<file path="config.mk">
export PLATFORM = sky130hd
export DESIGN_NAME = chirp_rx_top
export DESIGN_NICKNAME = d
export VERILOG_FILES = /design/src/hw/chirp_rx_pkg.sv /design/src/hw/iq_stream_if.sv /design/src/hw/chirp_phase_gen.sv /design/src/hw/freq_shift_mixer.sv /design/src/hw/scale_round_clip.sv /design/src/hw/chirp_rx_top.sv
export SDC_FILE = /design/constraint.sdc
export NUM_CORES = 2
export LEC_CHECK = 0
export BUFFER_PORTS_ARGS = -buffer_cell sky130_fd_sc_hd__buf_2
export CAP_MARGIN = 15
export CORE_ASPECT_RATIO = 1.1
export CORE_UTILIZATION = 55
export CTS_CLUSTER_SIZE = 12
export DETAILED_ROUTE_END_ITERATION = 8
export PLACE_DENSITY_LB_ADDON = 0.1
export SYNTH_ARGS = -nofsm -noshare
export SYNTH_HDL_FRONTEND = slang
export SYNTH_SLANG_ARGS = --single-unit
</file>
<file path="constraint.sdc">
create_clock -name clk -period 9.16 [get_ports clk]
set_input_delay 0.916 -clock clk [delete_from_list [all_inputs] [get_ports clk]]
set_output_delay 0.916 -clock clk [all_outputs]
set_load 0.005 [all_outputs]
</file>
<file path="src/hw/chirp_rx_pkg.sv">
package chirp_rx_pkg;

  localparam int DEF_DATA_WIDTH      = 16;
  localparam int DEF_PHASE_WIDTH     = 24;
  localparam int DEF_SINCOS_WIDTH    = 16;
  localparam int DEF_LUT_ADDR_BITS   = 8;
  localparam int DEF_SCALE_WIDTH     = 18;
  localparam int DEF_SCALE_FRAC_BITS = 14;

  // Chirp shape of the full-size receiver.
  localparam int unsigned DEF_NSIG      = 327680;
  localparam int unsigned DEF_NSYMB     = 64;
  localparam int          DEF_SYNC_BITS = 4;
  localparam logic [DEF_PHASE_WIDTH-1:0] DEF_DPH_INC      = 24'hFE0000;
  localparam logic [DEF_PHASE_WIDTH-1:0] DEF_START_PH     = 24'h000000;
  localparam logic [DEF_PHASE_WIDTH-1:0] DEF_START_PH_INC = 24'h000000;
  localparam logic [DEF_SCALE_WIDTH-1:0] DEF_SCALE        = 18'h03FFF; // Just under unity gain.

  localparam real PI = 3.14159265358979323846;

  // Rounds to the nearest integer, halves away from zero.
  function automatic logic signed [31:0] round_real(input real v);
    if (v >= 0.0) begin
      return $rtoi(v + 0.5);
    end
    return $rtoi(v - 0.5);
  endfunction

  function automatic logic signed [31:0] lut_cos(input int addr, input int addr_bits,
                                                 input int width);
    real angle;
    real amp;
    angle = 2.0 * PI * real'(addr) / real'(1 << addr_bits);
    amp   = real'((1 << (width - 1)) - 1);
    return round_real($cos(angle) * amp);
  endfunction

  function automatic logic signed [31:0] lut_sin(input int addr, input int addr_bits,
                                                 input int width);
    real angle;
    real amp;
    angle = 2.0 * PI * real'(addr) / real'(1 << addr_bits);
    amp   = real'((1 << (width - 1)) - 1);
    return round_real($sin(angle) * amp);
  endfunction

endpackage

</file>
<file path="src/hw/iq_stream_if.sv">
`timescale 1ns/1ps

interface iq_stream_if #(
  parameter int DATA_WIDTH  = chirp_rx_pkg::DEF_DATA_WIDTH,
  parameter int PHASE_WIDTH = chirp_rx_pkg::DEF_PHASE_WIDTH
);

  logic                          valid;
  logic                          last;
  logic signed [DATA_WIDTH-1:0]  i;
  logic signed [DATA_WIDTH-1:0]  q;
  logic        [PHASE_WIDTH-1:0] phase; // Phase the sample was tagged with.
  logic                          ready;

  modport source (
    output valid,
    output last,
    output i,
    output q,
    output phase,
    input  ready
  );

  modport sink (
    input  valid,
    input  last,
    input  i,
    input  q,
    input  phase,
    output ready
  );

endinterface

</file>
<file path="src/hw/chirp_phase_gen.sv">
`timescale 1ns/1ps

module chirp_phase_gen #(
  parameter int                     DATA_WIDTH   = 16,
  parameter int                     PHASE_WIDTH  = 24,
  parameter int unsigned            NSIG         = 20,
  parameter int unsigned            NSYMB        = 4,
  parameter logic [PHASE_WIDTH-1:0] DPH_INC      = '0,
  parameter logic [PHASE_WIDTH-1:0] START_PH     = '0,
  parameter logic [PHASE_WIDTH-1:0] START_PH_INC = '0,
  parameter int                     SYNC_BITS    = 2
) (
  input  logic                         clk,
  input  logic                         i_arst_n,
  input  logic                         i_srst,
  input  logic signed [DATA_WIDTH-1:0] i_in_i,
  input  logic signed [DATA_WIDTH-1:0] i_in_q,
  input  logic                         i_in_valid,
  input  logic                         i_in_last,
  output logic                         o_in_ready,
  output logic                         o_sync_ready,
  iq_stream_if.source                  o_stream
);

  localparam int SIG_W  = $clog2(NSIG + 1);
  localparam int SYMB_W = $clog2(NSYMB + 1);

  logic [SIG_W-1:0]       sig_cnt;
  logic [SYMB_W-1:0]      symb_cnt;
  logic [PHASE_WIDTH-1:0] ph_inc;
  logic [PHASE_WIDTH-1:0] phase;
  logic [SYNC_BITS-1:0]   sync_cnt;
  logic                   accept;

  assign o_in_ready   = !o_stream.valid || o_stream.ready;
  assign accept       = i_in_valid && o_in_ready;
  assign o_sync_ready = &sync_cnt;

  always_ff @(posedge clk or negedge i_arst_n) begin
    if (!i_arst_n) begin
      o_stream.valid <= 1'b0;
      sig_cnt        <= SIG_W'(NSIG);
      symb_cnt       <= SYMB_W'(NSYMB);
      ph_inc         <= START_PH_INC;
      phase          <= START_PH;
      sync_cnt       <= '1;
    end else if (i_srst) begin
      o_stream.valid <= 1'b0;
      sig_cnt        <= SIG_W'(NSIG);
      symb_cnt       <= SYMB_W'(NSYMB);
      ph_inc         <= START_PH_INC;
      phase          <= START_PH;
      sync_cnt       <= '1;
    end else begin
      if (accept) begin
        o_stream.valid <= 1'b1;
      end else if (o_stream.ready) begin
        o_stream.valid <= 1'b0;
      end
      if (accept) begin
        if (sig_cnt == SIG_W'(NSIG)) begin // End of symbol, restart the chirp.
          sig_cnt <= SIG_W'(1);
          phase   <= START_PH;
          if (symb_cnt == SYMB_W'(NSYMB)) begin
            symb_cnt <= SYMB_W'(1);
            ph_inc   <= START_PH_INC;
            sync_cnt <= sync_cnt + 1'b1;
          end else begin
            symb_cnt <= symb_cnt + 1'b1;
            ph_inc   <= ph_inc + DPH_INC;
          end
        end else begin
          phase   <= phase + ph_inc;
          sig_cnt <= sig_cnt + 1'b1;
        end
      end
    end
  end

  always_ff @(posedge clk) begin
    if (accept) begin
      o_stream.i     <= i_in_i;
      o_stream.q     <= i_in_q;
      o_stream.last  <= i_in_last;
      o_stream.phase <= phase; // Tagged before the counters move on.
    end
  end

  a_sig_cnt_range: assert property (@(posedge clk) disable iff (!i_arst_n)
    (sig_cnt != '0) && (sig_cnt <= SIG_W'(NSIG)));

  a_stall_hold: assert property (@(posedge clk) disable iff (!i_arst_n)
    o_stream.valid && !o_stream.ready && !i_srst |=>
      o_stream.valid && $stable(o_stream.i) && $stable(o_stream.q) &&
      $stable(o_stream.last) && $stable(o_stream.phase));

endmodule

</file>
<file path="src/hw/freq_shift_mixer.sv">
`timescale 1ns/1ps

module freq_shift_mixer #(
  parameter int DATA_WIDTH    = 16,
  parameter int PHASE_WIDTH   = 24,
  parameter int SINCOS_WIDTH  = 16,
  parameter int LUT_ADDR_BITS = 8
) (
  input  logic      clk,
  input  logic      i_arst_n,
  input  logic      i_srst,
  iq_stream_if.sink   i_stream,
  iq_stream_if.source o_stream
);

  localparam int LUT_SIZE = 1 << LUT_ADDR_BITS;
  localparam int MUL_W    = DATA_WIDTH + SINCOS_WIDTH;

  logic signed [SINCOS_WIDTH-1:0] cos_tab [LUT_SIZE];
  logic signed [SINCOS_WIDTH-1:0] sin_tab [LUT_SIZE];
  logic        [LUT_ADDR_BITS-1:0] lut_addr;

  logic                           s1_valid;
  logic                           s1_last;
  logic signed [DATA_WIDTH-1:0]   s1_i;
  logic signed [DATA_WIDTH-1:0]   s1_q;
  logic signed [SINCOS_WIDTH-1:0] s1_cos;
  logic signed [SINCOS_WIDTH-1:0] s1_sin;
  logic                           s1_load;
  logic                           s2_ready;
  logic                           s2_load;
  logic signed [MUL_W-1:0]        p_ic, p_qs, p_qc, p_is;

  for (genvar k = 0; k < LUT_SIZE; k++) begin : g_lut
    assign cos_tab[k] = SINCOS_WIDTH'(chirp_rx_pkg::lut_cos(k, LUT_ADDR_BITS, SINCOS_WIDTH));
    assign sin_tab[k] = SINCOS_WIDTH'(chirp_rx_pkg::lut_sin(k, LUT_ADDR_BITS, SINCOS_WIDTH));
  end

  assign lut_addr       = i_stream.phase[PHASE_WIDTH-1 -: LUT_ADDR_BITS];
  assign s2_ready       = !o_stream.valid || o_stream.ready;
  assign i_stream.ready = !s1_valid || s2_ready;
  assign s1_load        = i_stream.valid && i_stream.ready;
  assign s2_load        = s1_valid && s2_ready;

  // Rotation by minus the phase.
  assign p_ic = s1_i * s1_cos;
  assign p_qs = s1_q * s1_sin;
  assign p_qc = s1_q * s1_cos;
  assign p_is = s1_i * s1_sin;

  always_ff @(posedge clk or negedge i_arst_n) begin
    if (!i_arst_n) begin
      s1_valid       <= 1'b0;
      o_stream.valid <= 1'b0;
    end else if (i_srst) begin
      s1_valid       <= 1'b0;
      o_stream.valid <= 1'b0;
    end else begin
      if (s1_load) s1_valid <= 1'b1;
      else if (s2_ready) s1_valid <= 1'b0;
      if (s2_load) o_stream.valid <= 1'b1;
      else if (o_stream.ready) o_stream.valid <= 1'b0;
    end
  end

  always_ff @(posedge clk) begin
    if (s1_load) begin
      s1_i    <= i_stream.i;
      s1_q    <= i_stream.q;
      s1_last <= i_stream.last;
      s1_cos  <= cos_tab[lut_addr];
      s1_sin  <= sin_tab[lut_addr];
    end
    if (s2_load) begin
      o_stream.i    <= {p_ic[MUL_W-1], p_ic} + {p_qs[MUL_W-1], p_qs};
      o_stream.q    <= {p_qc[MUL_W-1], p_qc} - {p_is[MUL_W-1], p_is};
      o_stream.last <= s1_last;
    end
  end

  a_no_overrun: assert property (@(posedge clk) disable iff (!i_arst_n)
    s1_valid && !s2_ready && !i_srst |=>
      s1_valid && $stable(s1_i) && $stable(s1_q) && $stable(s1_last) &&
      $stable(s1_cos) && $stable(s1_sin));

endmodule

</file>
<file path="src/hw/scale_round_clip.sv">
`timescale 1ns/1ps

module scale_round_clip #(
  parameter int                     DATA_WIDTH      = 16,
  parameter int                     PROD_WIDTH      = 33,
  parameter int                     SINCOS_WIDTH    = 16,
  parameter int                     SCALE_WIDTH     = 18,
  parameter int                     SCALE_FRAC_BITS = 14,
  parameter logic [SCALE_WIDTH-1:0] SCALE           = 18'h04000
) (
  input  logic                         clk,
  input  logic                         i_arst_n,
  input  logic                         i_srst,
  input  logic                         i_out_ready,
  iq_stream_if.sink                    i_stream,
  output logic signed [DATA_WIDTH-1:0] o_out_i,
  output logic signed [DATA_WIDTH-1:0] o_out_q,
  output logic                         o_out_valid,
  output logic                         o_out_last
);

  localparam int SHIFT = SINCOS_WIDTH - 1 + SCALE_FRAC_BITS;
  localparam int SUM_W = PROD_WIDTH + SCALE_WIDTH + 2; // Room for the rounding carry.
  localparam logic signed [SUM_W-1:0] HALF    = SUM_W'(1) << (SHIFT - 1);
  localparam logic signed [SUM_W-1:0] SAT_MAX = (SUM_W'(1) << (DATA_WIDTH - 1)) - 1'b1;
  localparam logic signed [SUM_W-1:0] SAT_MIN = ~SAT_MAX;

  logic load;

  function automatic logic signed [DATA_WIDTH-1:0] scale_clip(
    input logic signed [PROD_WIDTH-1:0] x
  );
    logic signed [SUM_W-1:0] xs;
    logic signed [SUM_W-1:0] gain;
    logic signed [SUM_W-1:0] acc;
    xs   = SUM_W'(x);
    gain = SUM_W'({1'b0, SCALE});
    acc  = (xs * gain + HALF) >>> SHIFT; // Round half-up.
    if (acc > SAT_MAX) begin
      return SAT_MAX[DATA_WIDTH-1:0];
    end else if (acc < SAT_MIN) begin
      return SAT_MIN[DATA_WIDTH-1:0];
    end
    return acc[DATA_WIDTH-1:0];
  endfunction

  assign i_stream.ready = !o_out_valid || i_out_ready;
  assign load           = i_stream.valid && i_stream.ready;

  always_ff @(posedge clk or negedge i_arst_n) begin
    if (!i_arst_n) begin
      o_out_valid <= 1'b0;
    end else if (i_srst) begin
      o_out_valid <= 1'b0;
    end else if (load) begin
      o_out_valid <= 1'b1;
    end else if (i_out_ready) begin
      o_out_valid <= 1'b0;
    end
  end

  always_ff @(posedge clk) begin
    if (load) begin
      o_out_i    <= scale_clip(i_stream.i);
      o_out_q    <= scale_clip(i_stream.q);
      o_out_last <= i_stream.last;
    end
  end

  a_out_hold: assert property (@(posedge clk) disable iff (!i_arst_n)
    o_out_valid && !i_out_ready && !i_srst |=>
      o_out_valid && $stable(o_out_i) && $stable(o_out_q) && $stable(o_out_last));

endmodule

</file>
<file path="src/hw/chirp_rx_top.sv">
`timescale 1ns/1ps

module chirp_rx_top #(
  parameter int                     DATA_WIDTH      = chirp_rx_pkg::DEF_DATA_WIDTH,
  parameter int                     PHASE_WIDTH     = chirp_rx_pkg::DEF_PHASE_WIDTH,
  parameter int                     SINCOS_WIDTH    = chirp_rx_pkg::DEF_SINCOS_WIDTH,
  parameter int                     LUT_ADDR_BITS   = chirp_rx_pkg::DEF_LUT_ADDR_BITS,
  parameter int                     SCALE_WIDTH     = chirp_rx_pkg::DEF_SCALE_WIDTH,
  parameter int                     SCALE_FRAC_BITS = chirp_rx_pkg::DEF_SCALE_FRAC_BITS,
  parameter logic [SCALE_WIDTH-1:0] SCALE           = chirp_rx_pkg::DEF_SCALE,
  parameter int unsigned            NSIG            = chirp_rx_pkg::DEF_NSIG,
  parameter int unsigned            NSYMB           = chirp_rx_pkg::DEF_NSYMB,
  parameter logic [PHASE_WIDTH-1:0] DPH_INC         = chirp_rx_pkg::DEF_DPH_INC,
  parameter logic [PHASE_WIDTH-1:0] START_PH        = chirp_rx_pkg::DEF_START_PH,
  parameter logic [PHASE_WIDTH-1:0] START_PH_INC    = chirp_rx_pkg::DEF_START_PH_INC,
  parameter int                     SYNC_BITS       = chirp_rx_pkg::DEF_SYNC_BITS
) (
  input  logic                         clk,
  input  logic                         i_arst_n,
  input  logic                         i_srst,
  input  logic signed [DATA_WIDTH-1:0] i_in_i,
  input  logic signed [DATA_WIDTH-1:0] i_in_q,
  input  logic                         i_in_valid,
  input  logic                         i_in_last,
  output logic                         o_in_ready,
  output logic signed [DATA_WIDTH-1:0] o_out_i,
  output logic signed [DATA_WIDTH-1:0] o_out_q,
  output logic                         o_out_valid,
  output logic                         o_out_last,
  input  logic                         i_out_ready,
  output logic                         o_sync_ready
);

  localparam int PROD_WIDTH = DATA_WIDTH + SINCOS_WIDTH + 1; // Rotated sum of two products.

  iq_stream_if #(.DATA_WIDTH(DATA_WIDTH), .PHASE_WIDTH(PHASE_WIDTH)) gen_to_mix ();
  iq_stream_if #(.DATA_WIDTH(PROD_WIDTH), .PHASE_WIDTH(PHASE_WIDTH)) mix_to_res ();

  chirp_phase_gen #(
    .DATA_WIDTH(DATA_WIDTH), .PHASE_WIDTH(PHASE_WIDTH), .NSIG(NSIG), .NSYMB(NSYMB),
    .DPH_INC(DPH_INC), .START_PH(START_PH), .START_PH_INC(START_PH_INC),
    .SYNC_BITS(SYNC_BITS)
  ) phase_gen_i (
    .clk(clk), .i_arst_n(i_arst_n), .i_srst(i_srst),
    .i_in_i(i_in_i), .i_in_q(i_in_q), .i_in_valid(i_in_valid), .i_in_last(i_in_last),
    .o_in_ready(o_in_ready), .o_sync_ready(o_sync_ready), .o_stream(gen_to_mix.source)
  );

  freq_shift_mixer #(
    .DATA_WIDTH(DATA_WIDTH), .PHASE_WIDTH(PHASE_WIDTH), .SINCOS_WIDTH(SINCOS_WIDTH),
    .LUT_ADDR_BITS(LUT_ADDR_BITS)
  ) mixer_i (
    .clk(clk), .i_arst_n(i_arst_n), .i_srst(i_srst),
    .i_stream(gen_to_mix.sink), .o_stream(mix_to_res.source)
  );

  scale_round_clip #(
    .DATA_WIDTH(DATA_WIDTH), .PROD_WIDTH(PROD_WIDTH), .SINCOS_WIDTH(SINCOS_WIDTH),
    .SCALE_WIDTH(SCALE_WIDTH), .SCALE_FRAC_BITS(SCALE_FRAC_BITS), .SCALE(SCALE)
  ) result_i (
    .clk(clk), .i_arst_n(i_arst_n), .i_srst(i_srst), .i_out_ready(i_out_ready),
    .i_stream(mix_to_res.sink), .o_out_i(o_out_i), .o_out_q(o_out_q),
    .o_out_valid(o_out_valid), .o_out_last(o_out_last)
  );

endmodule

</file>
# Word level (Yosys, flattened, before mapping)
# Memory sizes are Yosys's and may differ from the RTL's. A register that Yosys moved wholly into a read port is not among the register bits.
# Index checks and enable logic that the tools add are counted.
# op_classes
n_shift	0
order_cmp	4
multipliers	6
div_mod_pow	0
n_bitwise	1
n_eq_ne	2
n_mux	42
add_sub_neg	9
reduce_logical	22
# ops
operator	count
2-to-1 mux 24 bit	7
multiplier 16 x 16 -> 32 bit	4
adder 48 x 30 -> 49 bit (second input constant)	2
multiplier 33 x 15 -> 48 bit (second input constant)	2
2-to-1 mux 16 bit	6
2-to-1 mux 19 bit	3
> comparator 24 x 16 -> 1 bit (second input constant)	2
< comparator 24 x 16 -> 1 bit (second input constant)	2
adder 32 x 32 -> 33 bit	1
subtractor 32 x 32 -> 33 bit	1
2-to-1 mux 7 bit	4
adder 24 bit	1
adder 24 bit (second input constant)	1
adder 19 x 1 -> 19 bit (second input constant)	1
== test 19 bit (second input constant)	1
2-to-1 mux 1 bit	18
2-to-1 mux 4 bit	4
nonzero test 3 bit	4
inverter 8 -> 9 bit	1
adder 7 x 1 -> 7 bit (second input constant)	1
== test 7 bit (second input constant)	1
nonzero test 2 bit	3
adder 4 x 1 -> 4 bit (second input constant)	1
logical AND 1 bit	4
other kinds (5)	11
# totals
mem_bits_rw	0
rom_bits	8192
memories	2
latch_bits	0
ff_bits	272
output_inout_bits	36
# mem_list
name	depth	word_bits	read_ports	rd_clocked_by_memory_dff	write_ports	line_no	text
(name not given)	256	16	1	1	0	freq_shift_mixer.sv:71	s1_cos <= cos_tab[lut_addr];
(name not given)	256	16	1	1	0	freq_shift_mixer.sv:72	s1_sin <= sin_tab[lut_addr];

# Depth between registers and ports, before layout
# logic_depth
word_depth	8
ltp_mapped	28

# Modules after synthesis
# Synthesis repeated with hierarchy kept, for this count alone.
# hier_totals
cells_unflattened	8132
area_unflattened_um2	78557.8
# modules_own_cells
mod	n_inst	seq_area_each_um2	area_each_um2	cells_per_inst
freq_shift_mixer	1	4013.8	49180.9	5250
scale_round_clip	1	1016.0	24602.3	2515
chirp_phase_gen	1	3271.9	4774.6	367

# Worst setup path before layout
# No wires, ideal clock.
# synth_timing
kind	register -> register
start	register mixer_i.s1_sin[1]
end	register mixer_i.o_stream.i[31], data pin
n_path_buf	1
arrival_time_ns	7.290
synth_period_minus_slack_ns	7.556
path_stages_with_launch	26
setup_ns	0.265
slack_ns	1.604
path_cell_list	edfxtp_1 -> clkbuf_1 -> nand2_1 -> fa_1 -> inv_1 -> fa_1 -> inv_1 -> fa_1 -> fa_1 -> inv_1 -> fa_1 -> inv_1 -> fa_1 -> fa_1 -> inv_1 -> fa_1 -> ha_1 -> a211o_1 -> or3_1 -> o21a_1 -> a21oi_1 -> o31ai_1 -> or4_1 -> a31oi_1 -> o21ai_0 -> xor2_1
# synth_between
elab_chain_cells	2
# synth_rtl
element	line_no	text
start, declared	freq_shift_mixer.sv:28	logic signed [SINCOS_WIDTH-1:0] s1_sin;
multiplier 16 x 16 -> 32 bit	freq_shift_mixer.sv:47	assign p_qs = s1_q * s1_sin;
adder 32 x 32 -> 33 bit	freq_shift_mixer.sv:75	o_stream.i <= {p_ic[MUL_W-1], p_ic} + {p_qs[MUL_W-1], p_qs};
end signal, assigned	freq_shift_mixer.sv:75	
end, declared	iq_stream_if.sv:18	output i,
# No other way between the ends.
# A chain may end at the register's enable or synchronous reset.

# Worst setup path after layout
# layout_timing
start	register mixer_i.s1_cos[0]
end	register mixer_i.o_stream.i[32], data pin
# layout_between
elab_chain_cells	2
# layout_rtl
element	line_no	text
start, declared	freq_shift_mixer.sv:27	logic signed [SINCOS_WIDTH-1:0] s1_cos;
multiplier 16 x 16 -> 32 bit	freq_shift_mixer.sv:46	assign p_ic = s1_i * s1_cos;
adder 32 x 32 -> 33 bit	freq_shift_mixer.sv:75	
# No other way between the ends.

==> flow_metrics.env <==
export IMPL_outcome="complete, no violations"
export IMPL_crit_path_end_kind="flop"
export IMPL_first_pass_iters=6
export IMPL_fp_dieW_um=356
export IMPL_clockBufferDepth=3
export IMPL_reg_top3="mixer_i.o_stream.i x33, mixer_i.o_stream.q x33, phase_gen_i.sig_cnt x19"
export IMPL_cts_sinks=255
export IMPL_post_cts_resized=0
export IMPL_setup_violations=0
export IMPL_fin_crit_ns=8.84
export IMPL_wl_met2_um=93500
export IMPL_min_delay_path_class="primary input to async pin"
export IMPL_gr_usage_all_layers_pct=28.9
export IMPL_ant_nets=0
export IMPL_crit_arrival_ns=9.15
export IMPL_cts_hold_buf=0
export IMPL_cts_root_buf="clkbuf_16"
export IMPL_grt_pass1_vias=56800
export IMPL_yosys_top_cells_count="2053 x inv_1, 1765 x fa_1, 819 x nand2_1"
export IMPL_drive_gt1_share_pct=4.78
export IMPL_synth_seq_cells=255
export IMPL_grt_setup_unrepaired="false"
export IMPL_core_area_um2=137000
export IMPL_synth_area_um2=76000
export IMPL_slew_headroom_pct=17.8
export IMPL_synth_top_area_share_pct=46.5
export IMPL_yosysUniqueCellTypes=98
export IMPL_clkTransAtPathRegs_ns=0.07
export IMPL_maxCapViolCount=0
export IMPL_yosysSeqAreaShare_pct=9.77
export IMPL_cp_required_ns=9.48
export IMPL_final_net_count=10200
export IMPL_grt_max_degree=166
export IMPL_worstSetupStartpointType="flop"
export IMPL_wl_met3_um=9950
export IMPL_vias=52500
export IMPL_wl_met1_um=79700
export IMPL_yosysMostFrequentCell="inv_1"
export IMPL_cts_buffers=36
export IMPL_clock_latency_ns=0.61
export IMPL_tightest_slew_ns=1.23
export IMPL_antenna_cells=0
export IMPL_syn_inst=7821
export IMPL_start_util_pct=55.6
export IMPL_rows=142
export IMPL_synth_area_leaders="fa_1 47%, ha_1 11%, inv_1 10%"
export IMPL_dieArea_um2=140000
export IMPL_path_class="flop to flop"
export IMPL_finalSetupTns_ns=0
export IMPL_post_drt_wl_per_cell_um=19.9
export IMPL_synth_enable_flop_cells=206
export IMPL_io_buffers=73
export IMPL_yosys_warnings=0
export IMPL_drcViolationCount=0
export IMPL_slew_viol_final=0
export IMPL_cp_max_fo=17
export IMPL_avgSynthCellArea_um2=9.71
export IMPL_regToRegSetupSlack_ns=0.32
export IMPL_grt_overflow=0
export IMPL_pin_count=74
export IMPL_routed_top_layer="met4"
export IMPL_routed_wirelength_um=190000
export IMPL_die_h_um=392
export IMPL_finalClockSkew_ns=0.0339
export IMPL_place_hpwl_um=158000
export IMPL_htreeDepth=2
export IMPL_hold_viol_final=0
export IMPL_vias_per_cell=5.48
export IMPL_synth_largest_area_cell="fa_1"
export IMPL_fmax_mhz=113
export IMPL_post_cts_setup_buffers=0
export IMPL_area_delta_synth_final_pct=4.96
export IMPL_place_gp_congestion=0.927
export IMPL_cts_tree="built"
export IMPL_syn_num_nets=10300
export IMPL_drt_first_iter_violations=3847
export IMPL_synth_ff_type="edfxtp_1"
export IMPL_ys_async_sr_fraction_pct=19.2
export IMPL_antenna_found_initial=1
export IMPL_fin_crit_sh_pct=96.5
export IMPL_grt_pass1_wl_um=311000
## metal layers
layer	vias up	GRT usage, %
met5	-	0
met4	0	9.40
met3	316	2.97
met2	1490	48.3
met1	27300	39.6
li1	23400	-
## worst max-delay path: stages (launching register included)
cell	delay, ns
edfxtp_1	1.02
nand2_1	0.22
inv_1	0.11
ha_1	0.30
fa_1	0.60
fa_1	0.56
inv_1	0.44
fa_1	0.54
fa_1	0.50
fa_1	0.50
fa_1	0.50
inv_1	0.05
fa_1	0.43
ha_1	0.39
and3_1	0.21
nand3_1	0.15
or4_1	0.43
o21ai_0	0.56
a31oi_1	0.30
o211a_1	0.30
o21bai_1	0.16
a21oi_1	0.10
xnor2_1	0.13
## worst paths after layout
path	to	start	cells past startpoint
worst max-delay path	mixer_i.o_stream.i[32]$_DFFE_PP_	mixer_i.s1_cos[0]$_DFFE_PP_	22
worst min-delay path	phase_gen_i.phase[16]$_DFFE_PN0P_	i_arst_n	2
worst max register to register	mixer_i.o_stream.i[32]$_DFFE_PP_	mixer_i.s1_cos[0]$_DFFE_PP_	22
worst min register to register	mixer_i.s1_q[14]$_DFFE_PP_	phase_gen_i.o_stream.q[14]$_DFFE_PP_	0
max in group asynchronous	phase_gen_i.sig_cnt[6]$_DFFE_PN0P_	i_arst_n	2
min in group clk	mixer_i.s1_q[14]$_DFFE_PP_	phase_gen_i.o_stream.q[14]$_DFFE_PP_	0
## kinds of logic after synthesis
| group | after synthesis | share of synthesized area, % |
|---|---|---|
| fa+ha+maj | 2439 | 57.6 |
| buf+inv | 2360 | 11.7 |
| simple gates | 1730 | 10.7 |
| compound gates | 811 | 7.06 |
| flops | 255 | 9.77 |
| xor+xnor | 189 | 2.21 |
| mux | 37 | 0.904 |
## stage by stage
stage | setup WS (ns) | cell area, um^2 | std cells | hold WS [ns] | util, %
after detailed placement | 0.335 | 78400 | 9514 | 0.405 | 57.4
after global routing | 0.0843 | 79700 | 9577 | 0.415 | 58.4
final | 0.324 | 79700 | 9577 | 0.403 | 58.4
after floorplan | 1.60 | 76000 | 7821 | 0.400 | -
after global placement | 0.587 | 78400 | 9514 | 0.403 | 57.4
after CTS | 0.249 | 79700 | 9577 | 0.399 | 58.4
## area by class of cell
cell class	count	area, um^2
inverter	2057	7720
tap	1800	2250
sequential	255	7420
clock inverter	21	320
multi-input combinational	5206	59700
timing repair buffer	196	1380
clock buffer	42	953
fill	12000	56900
## cell usage in the layout (no fill, tap or decap), types with 15 or more instances in the layout
cell       synthesis  layout
mux4_2            25      25
xor2_1            55      55
o21ai_1           15      15
xnor2_1          131     131
o21bai_1          24      24
buf_4              1     116
ha_1             674     674
or2_2             30      30
nand2_1          819     819
nand3_1           63      63
fa_1            1765    1765
edfxtp_1         206     206
nor2_1           210     210
clkbuf_16          0      36
nand4_1           26      26
and2_1           371     371
and3_1            29      29
o21ai_0          195     195
buf_2              3      73
o211ai_1          27      27
a21o_1            58      58
inv_1           2053    2051
a21oi_1          212     212
nor3_1            58      58
a31oi_1           32      32
o31ai_1           22      22
nand2b_1          65      65
o21a_1            25      25
a211oi_1          44      44
dfrtp_1           42      42
nor2b_1           24      22
Power is not shown: default switching activity piles up to over one toggle a cycle in this logic, so the estimate is an artifact.
